--- config.mk ---
export PLATFORM = sky130hd
export DESIGN_NAME = edge_pe
export DESIGN_NICKNAME = d
export VERILOG_FILES = /design/src/verilog/edge_pe_pkg.sv /design/src/verilog/aggr_result.sv /design/src/verilog/edge_pe.sv /design/src/verilog/neighbor_fetch.sv /design/src/verilog/task_decode.sv
export VERILOG_INCLUDE_DIRS = /design/src /design/src/verilog
export SDC_FILE = /design/constraint.sdc
export NUM_CORES = 1
export LEC_CHECK = 0
export ABC_AREA = 0
export BUFFER_PORTS_ARGS = -buffer_cell sky130_fd_sc_hd__buf_2
export CELL_PAD_IN_SITES_DETAIL_PLACEMENT = 0
export CELL_PAD_IN_SITES_GLOBAL_PLACEMENT = 1
export CORE_ASPECT_RATIO = 0.8
export CORE_MARGIN = 2
export CORE_UTILIZATION = 30
export DETAILED_ROUTE_END_ITERATION = 7
export PLACE_DENSITY = 0.58
export REMOVE_ABC_BUFFERS = 1
export SLEW_MARGIN = 0
export SYNTH_ARGS = -nofsm -noshare
export SYNTH_HDL_FRONTEND = slang
export SYNTH_SLANG_ARGS = --single-unit
export TNS_END_PERCENT = 20
--- constraint.sdc ---
create_clock -name clk -period 2.9 [get_ports clk]
set_clock_uncertainty 0.1 [all_clocks]
set_input_delay 0.87 -clock clk [delete_from_list [all_inputs] [get_ports clk]]
set_output_delay 0.87 -clock clk [all_outputs]
set_load 0.02 [all_outputs]
--- src/verilog/edge_pe_config.svh ---
`ifndef EDGE_PE_CONFIG_SVH
`define EDGE_PE_CONFIG_SVH

// node and feature widths
`define NODE_ID_W    7
`define FV_W         8
`define FV_PER_BEAT  2
`define IDS_PER_BEAT 2

// task limits
`define MAX_DEGREE   8
`define ITER_MASK_W  4   // one bit per replay iteration
`define PRIO_W       3

`endif

--- src/verilog/edge_pe_pkg.sv ---
`include "edge_pe_config.svh"

package edge_pe_pkg;

    typedef logic [`NODE_ID_W-1:0]            node_id_t;
    typedef logic [`FV_W-1:0]                 fv_t;
    typedef logic [$clog2(`MAX_DEGREE+1)-1:0] deg_cnt_t;     // 0 to MAX_DEGREE
    typedef logic [`ITER_MASK_W-1:0]          iter_mask_t;
    typedef logic [$clog2(`ITER_MASK_W)-1:0]  replay_iter_t;
    typedef logic [`PRIO_W-1:0]               prio_t;

    typedef enum logic {
        KIND_NBR_ID  = 1'b0,
        KIND_FEATURE = 1'b1
    } req_kind_t;

    typedef struct packed {
        logic       valid;
        iter_mask_t iter_mask;
        prio_t      prio;
        node_id_t   target;
    } dispatch_task_t;

    // re-issued task towards the IMEM controller
    typedef struct packed {
        logic       valid;
        iter_mask_t iter_mask;
        prio_t      prio;
        node_id_t   target;
    } task_packet_t;

    typedef struct packed {
        logic       req;
        logic [1:0] pe_tag;
        req_kind_t  kind;
        node_id_t   node_id;
    } arb_req_t;

    typedef struct packed {
        logic                         sos;
        logic                         eos;
        deg_cnt_t                     neighbor_num;   // valid on the sos beat
        node_id_t [`IDS_PER_BEAT-1:0] ids;
    } id_beat_t;

    typedef struct packed {
        logic                   sos;
        logic                   eos;
        fv_t [`FV_PER_BEAT-1:0] fv;
    } fv_beat_t;

    typedef struct packed {
        logic                   sos;
        logic                   eos;
        logic                   done_aggr;
        logic                   wb_en;
        node_id_t               node_id;
        fv_t [`FV_PER_BEAT-1:0] fv;
    } bank_beat_t;

    typedef struct packed {
        node_id_t   target;
        prio_t      prio;
        iter_mask_t iter_mask;
        logic       more_iters;   // replay left after this pass
    } task_info_t;

    typedef enum logic {
        DEC_IDLE,
        DEC_BUSY
    } decode_state_t;

    typedef enum logic [2:0] {
        F_IDLE,
        F_REQ_ID,
        F_WAIT_ID,
        F_STREAM_ID,
        F_REQ_FV,
        F_WAIT_FV,
        F_STREAM_FV
    } fetch_state_t;

    typedef enum logic {
        RES_FWD,
        RES_WB
    } result_state_t;

endpackage

--- src/verilog/aggr_result.sv ---
`timescale 1ns/1ns

module aggr_result (
    input  logic                      clk,
    input  logic                      reset,
    input  edge_pe_pkg::task_info_t   info,
    input  edge_pe_pkg::fv_beat_t     fwd,
    input  logic                      fwd_valid,
    input  logic                      fetch_done,
    input  logic                      grant_wb,
    output edge_pe_pkg::bank_beat_t   bank_out,
    output logic                      req_wb_packet,
    output edge_pe_pkg::task_packet_t imem_out,
    output logic                      task_done
);
    import edge_pe_pkg::*;

    result_state_t state;
    logic          done_now;
    logic          wb_active;

    // completion begins together with the last forwarded beat
    assign done_now  = fetch_done && !info.more_iters;
    assign wb_active = (state == RES_WB) || (fetch_done && info.more_iters);

    assign req_wb_packet = wb_active;
    assign task_done     = done_now || (wb_active && grant_wb);

    always_comb begin
        bank_out.sos       = fwd_valid && fwd.sos;
        bank_out.eos       = fwd_valid && fwd.eos;
        bank_out.done_aggr = done_now;
        bank_out.wb_en     = wb_active;   // bank drains its result
        bank_out.node_id   = info.target;
        bank_out.fv        = fwd.fv;
    end

    // same task again for the next replay pass
    always_comb begin
        imem_out.valid     = wb_active;
        imem_out.iter_mask = info.iter_mask;
        imem_out.prio      = info.prio;
        imem_out.target    = info.target;
    end

    always_ff @(posedge clk) begin
        if (reset) begin
            state <= RES_FWD;
        end else begin
            case (state)
                RES_FWD: begin
                    if (fetch_done && info.more_iters && !grant_wb) begin
                        state <= RES_WB;
                    end
                end
                RES_WB: begin
                    if (grant_wb) begin
                        state <= RES_FWD;
                    end
                end
                default: state <= RES_FWD;
            endcase
        end
    end

endmodule

--- src/verilog/edge_pe.sv ---
`timescale 1ns/1ns

module edge_pe #(
    parameter logic [1:0] PE_TAG = 2'd0
) (
    input  logic                      clk,
    input  logic                      reset,
    input  edge_pe_pkg::dispatch_task_t task_in,
    output logic                      idle,
    output edge_pe_pkg::arb_req_t     arb_req,
    input  logic                      grant,
    input  edge_pe_pkg::id_beat_t     id_in,
    input  edge_pe_pkg::fv_beat_t     fv_in,
    output edge_pe_pkg::bank_beat_t   bank_out,
    output logic                      req_wb_packet,
    input  logic                      grant_wb,
    output edge_pe_pkg::task_packet_t imem_out,
    input  edge_pe_pkg::replay_iter_t cur_replay_iter
);
    import edge_pe_pkg::*;

    task_info_t info;
    fv_beat_t   fwd;
    logic       task_start;
    logic       task_done;
    logic       fwd_valid;
    logic       fetch_done;

    task_decode u_decode (
        .clk             (clk),
        .reset           (reset),
        .task_in         (task_in),
        .cur_replay_iter (cur_replay_iter),
        .task_done       (task_done),
        .idle            (idle),
        .task_start      (task_start),
        .info            (info)
    );

    // neighbor list then one feature stream per neighbor
    neighbor_fetch #(
        .PE_TAG (PE_TAG)
    ) u_fetch (
        .clk        (clk),
        .reset      (reset),
        .task_start (task_start),
        .info       (info),
        .grant      (grant),
        .id_in      (id_in),
        .fv_in      (fv_in),
        .arb_req    (arb_req),
        .fwd        (fwd),
        .fwd_valid  (fwd_valid),
        .fetch_done (fetch_done)
    );

    aggr_result u_result (
        .clk           (clk),
        .reset         (reset),
        .info          (info),
        .fwd           (fwd),
        .fwd_valid     (fwd_valid),
        .fetch_done    (fetch_done),
        .grant_wb      (grant_wb),
        .bank_out      (bank_out),
        .req_wb_packet (req_wb_packet),
        .imem_out      (imem_out),
        .task_done     (task_done)
    );

endmodule

--- src/verilog/neighbor_fetch.sv ---
`timescale 1ns/1ns
`include "edge_pe_config.svh"

module neighbor_fetch #(
    parameter logic [1:0] PE_TAG = 2'd0
) (
    input  logic                    clk,
    input  logic                    reset,
    input  logic                    task_start,
    input  edge_pe_pkg::task_info_t info,
    input  logic                    grant,
    input  edge_pe_pkg::id_beat_t   id_in,
    input  edge_pe_pkg::fv_beat_t   fv_in,
    output edge_pe_pkg::arb_req_t   arb_req,
    output edge_pe_pkg::fv_beat_t   fwd,
    output logic                    fwd_valid,
    output logic                    fetch_done
);
    import edge_pe_pkg::*;

    localparam int PTR_W = $clog2(`MAX_DEGREE);

    fetch_state_t     state;
    fetch_state_t     next_state;
    node_id_t         nbr_ids [`MAX_DEGREE];
    logic [PTR_W-1:0] wr_ptr;     // next free buffer slot
    logic [PTR_W-1:0] fv_ptr;     // neighbor being fetched
    deg_cnt_t         nbr_num;
    logic             id_take;
    logic             fv_take;
    logic             fv_end;
    logic             last_nbr;

    // streams carry no gaps once sos is seen
    assign id_take  = (state == F_WAIT_ID && id_in.sos) || state == F_STREAM_ID;
    assign fv_take  = (state == F_WAIT_FV && fv_in.sos) || state == F_STREAM_FV;
    assign fv_end   = fv_take && fv_in.eos;
    assign last_nbr = (deg_cnt_t'(fv_ptr) + deg_cnt_t'(1)) == nbr_num;

    always_comb begin
        next_state = state;
        case (state)
            F_IDLE: begin
                if (task_start) begin
                    next_state = F_REQ_ID;
                end
            end
            F_REQ_ID: begin
                if (grant) begin
                    next_state = F_WAIT_ID;
                end
            end
            F_WAIT_ID: begin
                if (id_in.sos) begin
                    next_state = id_in.eos ? F_REQ_FV : F_STREAM_ID;
                end
            end
            F_STREAM_ID: begin
                if (id_in.eos) begin
                    next_state = F_REQ_FV;
                end
            end
            F_REQ_FV: begin
                if (grant) begin
                    next_state = F_WAIT_FV;
                end
            end
            F_WAIT_FV, F_STREAM_FV: begin
                if (fv_end) begin
                    next_state = last_nbr ? F_IDLE : F_REQ_FV;
                end else if (fv_take) begin
                    next_state = F_STREAM_FV;
                end
            end
            default: next_state = F_IDLE;
        endcase
    end

    // request held by state until the grant cycle
    always_comb begin
        arb_req        = '0;
        arb_req.pe_tag = PE_TAG;
        if (state == F_REQ_ID) begin
            arb_req.req     = 1'b1;
            arb_req.kind    = KIND_NBR_ID;
            arb_req.node_id = info.target;
        end else if (state == F_REQ_FV) begin
            arb_req.req     = 1'b1;
            arb_req.kind    = KIND_FEATURE;
            arb_req.node_id = nbr_ids[fv_ptr];
        end
    end

    always_ff @(posedge clk) begin
        if (reset) begin
            state      <= F_IDLE;
            wr_ptr     <= '0;
            fv_ptr     <= '0;
            fwd_valid  <= 1'b0;
            fetch_done <= 1'b0;
        end else begin
            state      <= next_state;
            fwd_valid  <= fv_take;
            fetch_done <= fv_end && last_nbr;   // lines up with the last forwarded beat
            if (task_start) begin
                wr_ptr <= '0;
                fv_ptr <= '0;
            end
            if (id_take) begin
                wr_ptr <= wr_ptr + PTR_W'(`IDS_PER_BEAT);
            end
            if (fv_end) begin
                fv_ptr <= fv_ptr + 1'b1;
            end
        end
    end

    always_ff @(posedge clk) begin
        if (id_take) begin
            for (int i = 0; i < `IDS_PER_BEAT; i++) begin
                nbr_ids[wr_ptr + PTR_W'(i)] <= id_in.ids[i];
            end
        end
        if (state == F_WAIT_ID && id_in.sos) begin
            nbr_num <= id_in.neighbor_num;   // count only on first beat
        end
        if (fv_take) begin
            fwd <= fv_in;
        end
    end

endmodule

--- src/verilog/task_decode.sv ---
`timescale 1ns/1ns
`include "edge_pe_config.svh"

module task_decode (
    input  logic                        clk,
    input  logic                        reset,
    input  edge_pe_pkg::dispatch_task_t task_in,
    input  edge_pe_pkg::replay_iter_t   cur_replay_iter,
    input  logic                        task_done,
    output logic                        idle,
    output logic                        task_start,
    output edge_pe_pkg::task_info_t     info
);
    import edge_pe_pkg::*;

    decode_state_t state;
    logic          accept;
    logic          more_iters;

    assign idle   = (state == DEC_IDLE);
    assign accept = idle && task_in.valid;

    // any mask bit above the current iteration
    always_comb begin
        more_iters = 1'b0;
        for (int i = 0; i < `ITER_MASK_W; i++) begin
            if (i > int'(cur_replay_iter) && task_in.iter_mask[i]) begin
                more_iters = 1'b1;
            end
        end
    end

    always_ff @(posedge clk) begin
        if (reset) begin
            state      <= DEC_IDLE;
            task_start <= 1'b0;
        end else begin
            task_start <= accept;   // one cycle pulse
            case (state)
                DEC_IDLE: begin
                    if (accept) begin
                        state <= DEC_BUSY;
                    end
                end
                DEC_BUSY: begin
                    if (task_done) begin
                        state <= DEC_IDLE;
                    end
                end
                default: state <= DEC_IDLE;
            endcase
        end
    end

    // held for the whole task
    always_ff @(posedge clk) begin
        if (accept) begin
            info.target     <= task_in.target;
            info.prio       <= task_in.prio;
            info.iter_mask  <= task_in.iter_mask;
            info.more_iters <= more_iters;
        end
    end

endmodule
After elaboration in Yosys (flattened, before gate mapping). Memory sizes are Yosys's and may differ from the RTL's. A register that Yosys moved wholly into a read port is not among the register bits. Cells that the tools add are included.

Register bits after elaboration: 51. Memory bits (writable): 56. Word-level logic and storage cells: 94. Memories: 1.

Add/subtract/negate cells: 4. Magnitude comparators: 3. Equality and inequality tests: 13. Muxes and demuxes: 28. Bitwise gates (word level): 2. Reduce and logical (&&, ||, !) cells: 26.

Memories: u_fetch.nbr_ids (words 8, bits a word 7, read ports 1, clocked after Yosys merged registers in 1, write ports 2, line neighbor_fetch.sv:25) `` node_id_t nbr_ids [`MAX_DEGREE]; ``.

Operators with widths (count): 3-bit 2-to-1 mux (14); 3-bit one-hot mux with 6 select lines (1); 8-bit 2-to-1 mux (2); 1-bit logical AND (14); 2-bit != test, second input constant (5); 3-bit == test, second input constant (3); 1-bit 2-to-1 mux (9); 3-bit by 1-bit adder with 3-bit output, second input constant (2); 3-bit by 2-bit == test with 1-bit output, second input constant (2); 6-bit AND reduction (1); 3-bit by 1-bit adder with 4-bit output, second input constant (1); 4-bit == test (1); 2-bit > comparator, first input constant (2); 1-bit logical OR (4); 1-bit one-hot mux with 2 select lines (2); 2-bit nonzero test (2); 2-bit OR reduction (2); 3-bit by 2-bit adder with 3-bit output, second input constant (1); 3-bit by 1-bit == test with 1-bit output, second input constant (1); 3-bit zero test (1); 3-bit by 1-bit != test with 1-bit output, second input constant (1); 1-bit by 2-bit > comparator with 1-bit output, first input constant (1); 1-bit zero test (2); 1-bit inverter (2).

Longest topological paths before layout. Gate-level depths: netlist of run 1.

Depth after elaboration: 7. Depth in mapped cells: 5. Mapped depth without buffers: 5.

Modules after synthesis. Synthesis of run 1 repeated with hierarchy kept, for this count alone.

Cells, all modules: 339. Area, all modules: 5029.8 um^2.

Modules (own cells, without submodules): neighbor_fetch (times used 1, cells each 263, area an instance 4112.7 um^2, seq. area each 2602.5 um^2); task_decode (times used 1, cells each 27, area an instance 541.8 um^2, seq. area each 490.5 um^2); aggr_result (times used 1, cells each 49, area an instance 375.4 um^2, seq. area each 20.0 um^2).

Worst setup path before layout of run 1. Ideal clock, no wire load.

Path type: register to output. Start: register u_fetch.state[2]. End: output arb_req[0] (netlist name). Arrival: 1.497 ns. Path slack: 0.433 ns. Cell stages (with the launch flop): 6. Cells stage by stage: dfxtp_1 -> buf_2 -> inv_1 -> or3_1 -> clkbuf_1 -> o21ai_0.

RTL lines: from (decl) (line neighbor_fetch.sv:23) `fetch_state_t state;`; from (signal assigned) (line neighbor_fetch.sv:102) `state <= next_state;`; to (decl) (line edge_pe.sv:10) `output edge_pe_pkg::arb_req_t arb_req,`.

==> results.sh, run 1 <==
export IMPL_diodes=0
export IMPL_r2r_cells=4
export IMPL_gp_congestion=0.768
export IMPL_die_h_um=118
export IMPL_most_common_layout_cells="buf_2, edfxtp_1, mux2_2"
export IMPL_max_clock_freq_mhz=361
export IMPL_synthAdderAreaFrac=0.0127
export IMPL_drv_slew=0
export IMPL_synth_cell_type_count=43
export IMPL_drv_cap=0
export IMPL_status="finished clean"
export IMPL_cp_end_kind="primary output"
export IMPL_fin_setup_tns_ns=0
export IMPL_synth_edf_count=93
export IMPL_ir_drop_mv=0.324
export IMPL_place_hpwl_um=7650
export IMPL_grt_overflow_total=0
export IMPL_area_growth_pct=17.9
export IMPL_syn_area_per_cell_um2=14.8
export IMPL_cts_path_max_buffers=2
export IMPL_post_cts_buffers=0
export IMPL_rsz0062_at_grt="false"
export IMPL_synth_mux_area_frac=0.153
export IMPL_max_slew_margin_rel=0.546
export IMPL_drtIter0Drc=231
export IMPL_min_path_cells=4
export IMPL_post_route_period_util=0.957
export IMPL_internal_power_uw=2790
export IMPL_grt_antenna_before_repair=0
export IMPL_power_switching_share=0.240
export IMPL_syn_area_mm2=0.00491
export IMPL_period_minus_slack_ns=2.77
export IMPL_yosys_register_bits=109
export IMPL_final_util=0.364
export IMPL_cp_required_ns=1.93
export IMPL_worst_ep_arrival_time_ns=1.80
export IMPL_stdcell_area_mm2=0.00580
export IMPL_grt_max_degree=19
export IMPL_core_area_mm2=0.0159
export IMPL_cts_root_buf="clkbuf_16"
export IMPL_port_buffers=111
export IMPL_pwr_share_clk=0.384
export IMPL_worstMarginPinSlew_ns=0.680
export IMPL_critPathMaxFanout=7
export IMPL_nFillCells=1527
export IMPL_die_area_mm2=0.0174
export IMPL_antenna_left=0
export IMPL_final_cells=626
export IMPL_initial_core_util=0.309
export IMPL_final_nets=470
export IMPL_finalHoldViolations=0
export IMPL_synth_compound_area_share=0.0451
export IMPL_grt_pass1_wl_um=16200
export IMPL_dpl_cell_area_mm2=0.00542
export IMPL_num_vias=2710
export IMPL_grtUsageTotal=0.123
export IMPL_cts_htree_levels=3
export IMPL_path_class="flop to primary output"
export IMPL_async_flop_share=0
export IMPL_die_w_um=147
export IMPL_synth_ff_type="edfxtp_1"
export IMPL_rows=41
export IMPL_yosys_area_share_simple=0.0558
export IMPL_drive_above_1_share=0.460
export IMPL_routed_wl_um=10600
export IMPL_power_switching_uw=880
export IMPL_grt_pass1_vias=2832
export IMPL_routedWlPerCell_um=16.9
export IMPL_seq_power_share=0.487
export IMPL_p_per_area_mw_per_mm2=634
export IMPL_comb_power_share=0.129
export IMPL_synth_xor_xnor_area_share=0.00535
export IMPL_rr_startpoint="u_fetch.state[1]"
export IMPL_cts_tree="built"
export IMPL_start_kind="flop"
export IMPL_synth_cells=333
export IMPL_dp_cells=609
export IMPL_setup_viol=0
export IMPL_drt_pass1_iterations=4
export IMPL_cts_made_buffers=9
export IMPL_ioPinCount=114
export IMPL_clk_pin_slew_worst_paths_ns=0.07
export IMPL_final_common_cell="buf_2"
export IMPL_clkLatencyLatePin_ns=0.35
export IMPL_viasPerCell=4.33
export IMPL_seq_area_frac_synth=0.633
export IMPL_min_from="u_decode.state"
export IMPL_p_leak_uw=0.00221
export IMPL_hold_class="flop to flop"
export IMPL_clock_sinks=109
export IMPL_drc=0
export IMPL_ys_warn_count=0
export IMPL_synth_top_family_by_area="multiplexers"
## cell usage after synthesis (4+ instances only)
master    number  area, µm²
inv_1         19       71.3
ha_1           5       62.6
clkbuf_1       9       33.8
a21oi_1       10       50.1
buf_4         43        323
nand2_1       16       60.1
or3_1          4       25.0
nand2_2        4       25.0
nand2b_1       4       25.0
nor2b_1        4       25.0
edfxtp_1      93       2790
buf_2          4       20.0
mux2_2        28        315
o21ai_0       11       55.1
dfxtp_1       16        320
mux2i_1        9       90.1
nor2_1         9       33.8
mux4_2        14        315
## critical path: stages, from the launching register on
cell,delay (ns)
dfxtp_4,0.38
clkbuf_16,0.16
mux4_2,0.49
mux2i_1,0.15
o21ai_0,0.10
buf_2,0.17
## repair_timing
action / CTS / global route
hold buffers: 0 / 0
setup endpoints to repair: 0 / 4
resized for setup: 0 / 4
## cells by family (layout without fill, tap and decap cells)
| logic type | Yosys count | after routing |
|---|---|---|
| xor gates and xnor gates | 3 | 3 |
| DFF | 109 | 109 |
| buffers and inverters | 77 | 154 |
| adders and majority gates | 5 | 5 |
| and+or+nand+nor | 51 | 51 |
| muxes | 53 | 53 |
| other | 1 | 2 |
| AOI/OAI and AO/OA | 34 | 34 |
## worst paths after layout
path,end,slack (ns)
hold / removal,u_decode.state,0.50
setup / recovery,arb_req[4],0.13
setup reg to reg,u_fetch.nbr_ids[4][0],0.83
hold reg to reg,u_decode.state,0.50
## layer usage
| metal | track usage | wire [µm] |
|---|---|---|
| met1 | 0.168 | 5080 |
| met5 | 0 | 0 |
| met2 | 0.192 | 4910 |
| met4 | 0.0379 | 83 |
| met3 | 0.0344 | 493 |
## state kept, by name (all words and copies together) (netlist names), named ones only
register / flops
u_fetch.nbr_ids: 56
u_fetch.fwd: 18
u_decode.info: 15
u_fetch.nbr_num: 4
u_fetch.fv_ptr: 3
u_fetch.state: 3
u_fetch.wr_ptr: 2
u_decode.state: 1
u_decode.task_start: 1
u_fetch.fetch_done: 1
u_fetch.fwd_valid: 1
u_result.state: 1
## per-stage QoR
| stage | hold WS, ns | setup slack [ns] | power, µW |
|---|---|---|---|
| 3_5_place_dp | 0.504 | 0.426 | 2300 |
| 5_1_grt | 0.549 | 0.0117 | 3830 |
| 3_3_place_gp | 0.493 | 0.432 | 2300 |
| 4_1_cts | 0.515 | 0.0271 | 3730 |
| 6_report | 0.503 | 0.126 | 3670 |
| 2_1_floorplan | 0.414 | 0.214 | 2100 |
## area by class of cell
| class | count | area [µm²] | share of cell area |
|---|---|---|---|
| sequential | 109 | 3120 | 0.538 |
| multi-input combinational | 148 | 1350 | 0.233 |
| timing repair buffer | 119 | 646 | 0.111 |
| tap | 215 | 269 | 0.0464 |
| clock buffer | 9 | 225 | 0.0389 |
| clock inverter | 7 | 120 | 0.0207 |
| inverter | 19 | 71.3 | 0.0123 |
## power by group through the flow
stage	logic, µW	clock network, µW	registers (µW)
finish	473	1410	1790
global placement	477	0	1820
detailed placement	480	0	1820
CTS	483	1450	1790
global route	526	1510	1790
floorplan	239	0	1860
Power figures use the tool's default switching activity.
==> run 2, diff against run 1 <==
--- a/config.mk
+++ b/config.mk
@@ -7,7 +7,7 @@
 export NUM_CORES = 1
 export LEC_CHECK = 0
 export ABC_AREA = 0
-export BUFFER_PORTS_ARGS = -buffer_cell sky130_fd_sc_hd__buf_2
+export BUFFER_PORTS_ARGS = -buffer_cell sky130_fd_sc_hd__clkbuf_2
 export CELL_PAD_IN_SITES_DETAIL_PLACEMENT = 0
 export CELL_PAD_IN_SITES_GLOBAL_PLACEMENT = 1
 export CORE_ASPECT_RATIO = 0.8
==> run 2 against run 1 <==
Register-to-register slack improved by 0.04 ns. Core utilization down 0.26 points. Sequential power about the same. Non-clock buffer count unchanged. Cell area fell by 0.71%. Die area unchanged. Final cell count unchanged. Highest routed layer unchanged.
==> results.sh, run 2 (synthesized netlist as in run 1, its figures left out) <==
export IMPL_viasPerCell=4.34
export IMPL_die_area_mm2=0.0174
export IMPL_cp_cell_sequence="clkbuf_16, mux4_2, mux2i_1, o21ai_0, buf_2"
export IMPL_cp_required_ns=1.93
export IMPL_clock_sinks=109
export IMPL_period_minus_slack_ns=2.81
export IMPL_initial_core_util=0.309
export IMPL_drv_slew=0
export IMPL_finalHoldViolations=0
export IMPL_place_hpwl_um=7560
export IMPL_drv_cap=0
export IMPL_grt_antenna_before_repair=1
export IMPL_cts_made_buffers=9
export IMPL_drt_met1_wl_um=4910
export IMPL_area_growth_pct=17.1
export IMPL_dr_wl_met3_um=546
export IMPL_ioPinCount=114
export IMPL_worst_path_stages=5
export IMPL_start_kind="flop"
export IMPL_grt_pass1_wl_um=15700
export IMPL_crit_buf_inv=2
export IMPL_pwr_share_clk=0.359
export IMPL_power_switching_uw=898
export IMPL_num_vias=2716
export IMPL_worstMarginPinSlew_ns=0.686
export IMPL_hold_buffers=0
export IMPL_internal_power_uw=2630
export IMPL_ir_drop_mv=0.244
export IMPL_whs_ns=0.490
export IMPL_rows=41
export IMPL_cts_htree_levels=3
export IMPL_status="finished clean"
export IMPL_nFillCells=1547
export IMPL_post_cts_buffers=0
export IMPL_min_path_cells=1
export IMPL_final_nets=470
export IMPL_clk_pin_slew_worst_paths_ns=0.07
export IMPL_regMostFlops="u_fetch.nbr_ids"
export IMPL_fin_setup_tns_ns=0
export IMPL_most_common_layout_cells="clkbuf_2, edfxtp_1, mux2_2"
export IMPL_reg_largest_list="u_fetch.nbr_ids: 56 flops, u_fetch.fwd: 18 flops, u_decode.info: 15 flops"
export IMPL_p_leak_uw=0.00220
export IMPL_die_h_um=118
export IMPL_r2r_cells=4
export IMPL_power_switching_share=0.255
export IMPL_cp_end_kind="primary output"
export IMPL_final_common_cell="clkbuf_2"
export IMPL_routedWlPerCell_um=16.5
export IMPL_seq_power_share=0.507
export IMPL_path_class="flop to primary output"
export IMPL_drc=0
export IMPL_drtIter0Drc=174
export IMPL_cts_tree="built"
export IMPL_max_clock_freq_mhz=356
export IMPL_max_slew_margin_rel=0.542
export IMPL_slowest_stage="mux4_2"
export IMPL_grt_max_degree=20
export IMPL_comb_power_share=0.134
export IMPL_core_area_mm2=0.0159
export IMPL_grtUsageTotal=0.120
export IMPL_port_buffers=111
export IMPL_largest_reg_flops=56
export IMPL_clkLatencyLatePin_ns=0.35
export IMPL_cts_resized=0
export IMPL_cts_root_buf="clkbuf_16"
export IMPL_antenna_left=0
export IMPL_grt_overflow_total=0
export IMPL_critPathMaxFanout=7
export IMPL_die_w_um=147
export IMPL_final_util=0.362
export IMPL_cts_path_max_buffers=2
export IMPL_routed_wl_um=10300
export IMPL_setup_viol=0
export IMPL_rsz0062_at_grt="false"
export IMPL_hold_class="flop to flop"
export IMPL_routed_top_layer="met4"
export IMPL_slowest_delay_ns=0.49
export IMPL_gp_congestion=0.753
export IMPL_post_route_period_util=0.969
export IMPL_cp_top_family="multiplexers"
export IMPL_drt_pass1_iterations=4
export IMPL_grt_pass1_vias=2736
export IMPL_p_per_area_mw_per_mm2=613
export IMPL_worst_ep_arrival_time_ns=1.84
export IMPL_diodes=0
export IMPL_dr_wl_met2_um=4740
export IMPL_drive_above_1_share=0.457
## run 2: cell types whose count changed in the layout (fill, tap and decap cells not counted), sizes merged
cell | previous run | this run
buf | 118 | 9
clkbuf | 10 | 119
clkinv | 1 | 4
bufinv | 3 | 1
clkinvlp | 1 | 0
## run 2: power groups by stage
| stage | sequential [µW] | clock [µW] | combinational (µW) |
|---|---|---|---|
| floorplan | 1860 | 0 | 239 |
| global placement | 1820 | 0 | 476 |
| detailed placement | 1820 | 0 | 478 |
| CTS | 1790 | 1310 | 480 |
| global route | 1790 | 1350 | 520 |
| finish | 1790 | 1260 | 473 |
## run 2: through the flow
stage               worst slack [ns]  total power (µW)  cells  instance area [µm²]
global route                 0.00281              3670    626                 5750
finish                        0.0891              3520    626                 5750
CTS                           0.0283              3580    625                 5730
detailed placement             0.423              2300    609                 5420
global placement               0.426              2300    609                 5420
floorplan                      0.214              2100    276                 4530
## run 2: area by class of cell
| class | instances | area (µm²) | area share |
|---|---|---|---|
| inverters | 19 | 71.3 | 0.0124 |
| repair buffers | 119 | 646 | 0.112 |
| clock inverters | 7 | 83.8 | 0.0146 |
| clock buffers | 9 | 225 | 0.0391 |
| multi-input cells | 148 | 1340 | 0.233 |
| flip-flops and latches | 109 | 3120 | 0.542 |
| well taps | 215 | 269 | 0.0467 |
## run 2: worst paths after layout
check                     from               endpoint  slack [ns]
max                       flop             arb_req[1]        0.09
min          u_fetch.fv_ptr[2]                   flop        0.49
max reg2reg   u_fetch.state[1]  u_fetch.nbr_ids[0][5]        0.87
min reg2reg  u_fetch.fv_ptr[2]                   flop        0.49
## run 2: worst reg2reg max path, cell delays in order, from the launching register on
cell and delay, ns:
dfxtp_1 0.53, nand2b_1 0.20, nor2_4 0.24, nand2_2 0.24, inv_1 0.39
## run 2: layer usage
metal | global-route usage | vias to the layer above
li1 | - | 1315
met1 | 0.162 | 1306
met2 | 0.185 | 87
met3 | 0.0390 | 8
met4 | 0.0325 | 0
met5 | 0 | -
==> run 3, diff against run 2 <==
--- a/config.mk
+++ b/config.mk
@@ -12,9 +12,9 @@
 export CELL_PAD_IN_SITES_GLOBAL_PLACEMENT = 1
 export CORE_ASPECT_RATIO = 0.8
 export CORE_MARGIN = 2
-export CORE_UTILIZATION = 30
+export CORE_UTILIZATION = 25
 export DETAILED_ROUTE_END_ITERATION = 7
-export PLACE_DENSITY = 0.58
+export PLACE_DENSITY = 0.5
 export REMOVE_ABC_BUFFERS = 1
 export SLEW_MARGIN = 0
 export SYNTH_ARGS = -nofsm -noshare
==> run 3 against run 2 <==
Critical path type unchanged. Total power is 6.5% higher. Hold slack better by 0.0075 ns. Core utilization shrank 5.1 points. Non-clock buffer count is 3 higher. Cell area rose by 3.3%. Global-route usage decreased by 0.83 points. Largest power group unchanged.
==> results.sh, run 3 (synthesized netlist as in run 1, its figures left out) <==
export IMPL_largest_reg_flops=56
export IMPL_reg_largest_list="u_fetch.nbr_ids: 56 flops, u_fetch.fwd: 18 flops, u_decode.info: 15 flops"
export IMPL_grt_pass1_wl_um=17100
export IMPL_max_slew_margin_rel=0.625
export IMPL_clock_sinks=109
export IMPL_cts_htree_levels=3
export IMPL_cts_root_buf="clkbuf_16"
export IMPL_clkLatencyLatePin_ns=0.35
export IMPL_status="finished clean"
export IMPL_gp_congestion=0.733
export IMPL_clk_pin_slew_worst_paths_ns=0.07
export IMPL_antenna_left=0
export IMPL_ir_drop_mv=0.244
export IMPL_drive_above_1_share=0.473
export IMPL_cp_top_family="multiplexers"
export IMPL_viasPerCell=4.14
export IMPL_cts_made_buffers=9
export IMPL_most_common_layout_cells="clkbuf_2, edfxtp_1, mux2_2"
export IMPL_place_ws_ns=0.272
export IMPL_start_kind="flop"
export IMPL_power_uw=3760
export IMPL_cp_required_ns=1.93
export IMPL_rows=45
export IMPL_grt_pass1_vias=2887
export IMPL_final_nets=473
export IMPL_die_h_um=129
export IMPL_path_class="flop to primary output"
export IMPL_drc=0
export IMPL_grt_max_degree=19
export IMPL_initial_core_util=0.257
export IMPL_grt_overflow_total=0
export IMPL_cp_cell_sequence="buf_12, buf_12, mux4_2, mux2i_1, o21ai_1, buf_4"
export IMPL_regMostFlops="u_fetch.nbr_ids"
export IMPL_area_growth_pct=21.0
export IMPL_worstMarginPinSlew_ns=0.562
export IMPL_cts_path_max_buffers=2
export IMPL_final_util=0.311
export IMPL_drt_pass1_iterations=4
export IMPL_worst_ep_arrival_time_ns=1.89
export IMPL_place_hpwl_um=8330
export IMPL_grt_antenna_before_repair=0
export IMPL_die_w_um=161
export IMPL_hold_buffers=0
export IMPL_period_minus_slack_ns=2.86
export IMPL_max_clock_freq_mhz=350
export IMPL_slowest_stage="mux4_2"
export IMPL_grtUsageTotal=0.111
export IMPL_p_leak_uw=0.00226
export IMPL_finalHoldViolations=0
export IMPL_cts_tree="built"
export IMPL_cp_end_kind="primary output"
export IMPL_num_vias=2780
export IMPL_port_buffers=111
export IMPL_p_per_area_mw_per_mm2=632
export IMPL_whs_ns=0.498
export IMPL_final_common_cell="clkbuf_2"
export IMPL_slowest_delay_ns=0.48
export IMPL_diodes=0
export IMPL_core_area_mm2=0.0191
export IMPL_rsz0062_at_grt="true"
export IMPL_hold_class="flop to flop"
export IMPL_routed_wl_um=11200
export IMPL_die_area_mm2=0.0208
export IMPL_crit_buf_inv=3
export IMPL_post_route_period_util=0.985
export IMPL_drv_cap=0
export IMPL_ioPinCount=114
export IMPL_cpMostUsedCell="buf_12"
export IMPL_drv_slew=0
export IMPL_nFillCells=1926
export IMPL_setup_ws_ns=0.0447
export IMPL_routedWlPerCell_um=16.6
export IMPL_drtIter0Drc=125
export IMPL_setup_viol=0
export IMPL_critPathMaxFanout=5
## run 3: final timing paths
kind	slack [ns]	cells past startpoint	start	endpoint
setup / recovery	0.04	6	flop	arb_req[5]
hold / removal	0.50	4	u_decode.state	u_decode.state
setup reg to reg	0.90	5	u_fetch.state[2]	u_fetch.nbr_ids[5][0]
hold reg to reg	0.50	4	u_decode.state	u_decode.state
## run 3: metrics by stage
step | instance area, µm² | std cells | setup TNS [ns]
floorplan | 4530 | 276 | 0
global placement | 5480 | 653 | 0
detailed placement | 5480 | 653 | 0
CTS | 5940 | 672 | 0
global route | 5950 | 672 | -0.145
finish | 5950 | 672 | 0
## run 3: final cells by class
class	count	area (µm²)	share of cell area
clock buffer	9	225	0.0379
clock inverter	7	138	0.0231
inverter	19	71.3	0.0120
sequential	109	3120	0.524
multi-input combinational	148	1370	0.230
tap	258	323	0.0543
timing repair buffer	122	706	0.119
## run 3: report_power, final
group	total [µW]	leakage, µW	internal [µW]	switching, µW
combinational	502	0.00111	200	302
sequential	1780	0.000976	1760	24.1
clock	1470	0.000175	928	546
total	3760	0.00226	2880	871
## run 3: what timing repair did
action | CTS | global route
buffers inserted | 2 | 0
gates resized for setup | 14 | 6
pin swaps | 1 | 0
gates cloned | 1 | 0
setup endpoints to repair | 5 | 5
## run 3: worst min-delay path, stage by stage, from the launching register on
cell      delay (ns)
dfxtp_1         0.32
inv_1           0.07
a211oi_1        0.04
nor2_1          0.08
nor2_1          0.05
## run 3: routing by layer
metal | part of all wire | track usage | wire length, µm
met1 | 0.47 | 0.148 | 5210
met2 | 0.48 | 0.180 | 5310
met3 | 0.046 | 0.0317 | 515
met4 | 0.011 | 0.0299 | 123
met5 | 0 | 0 | 0
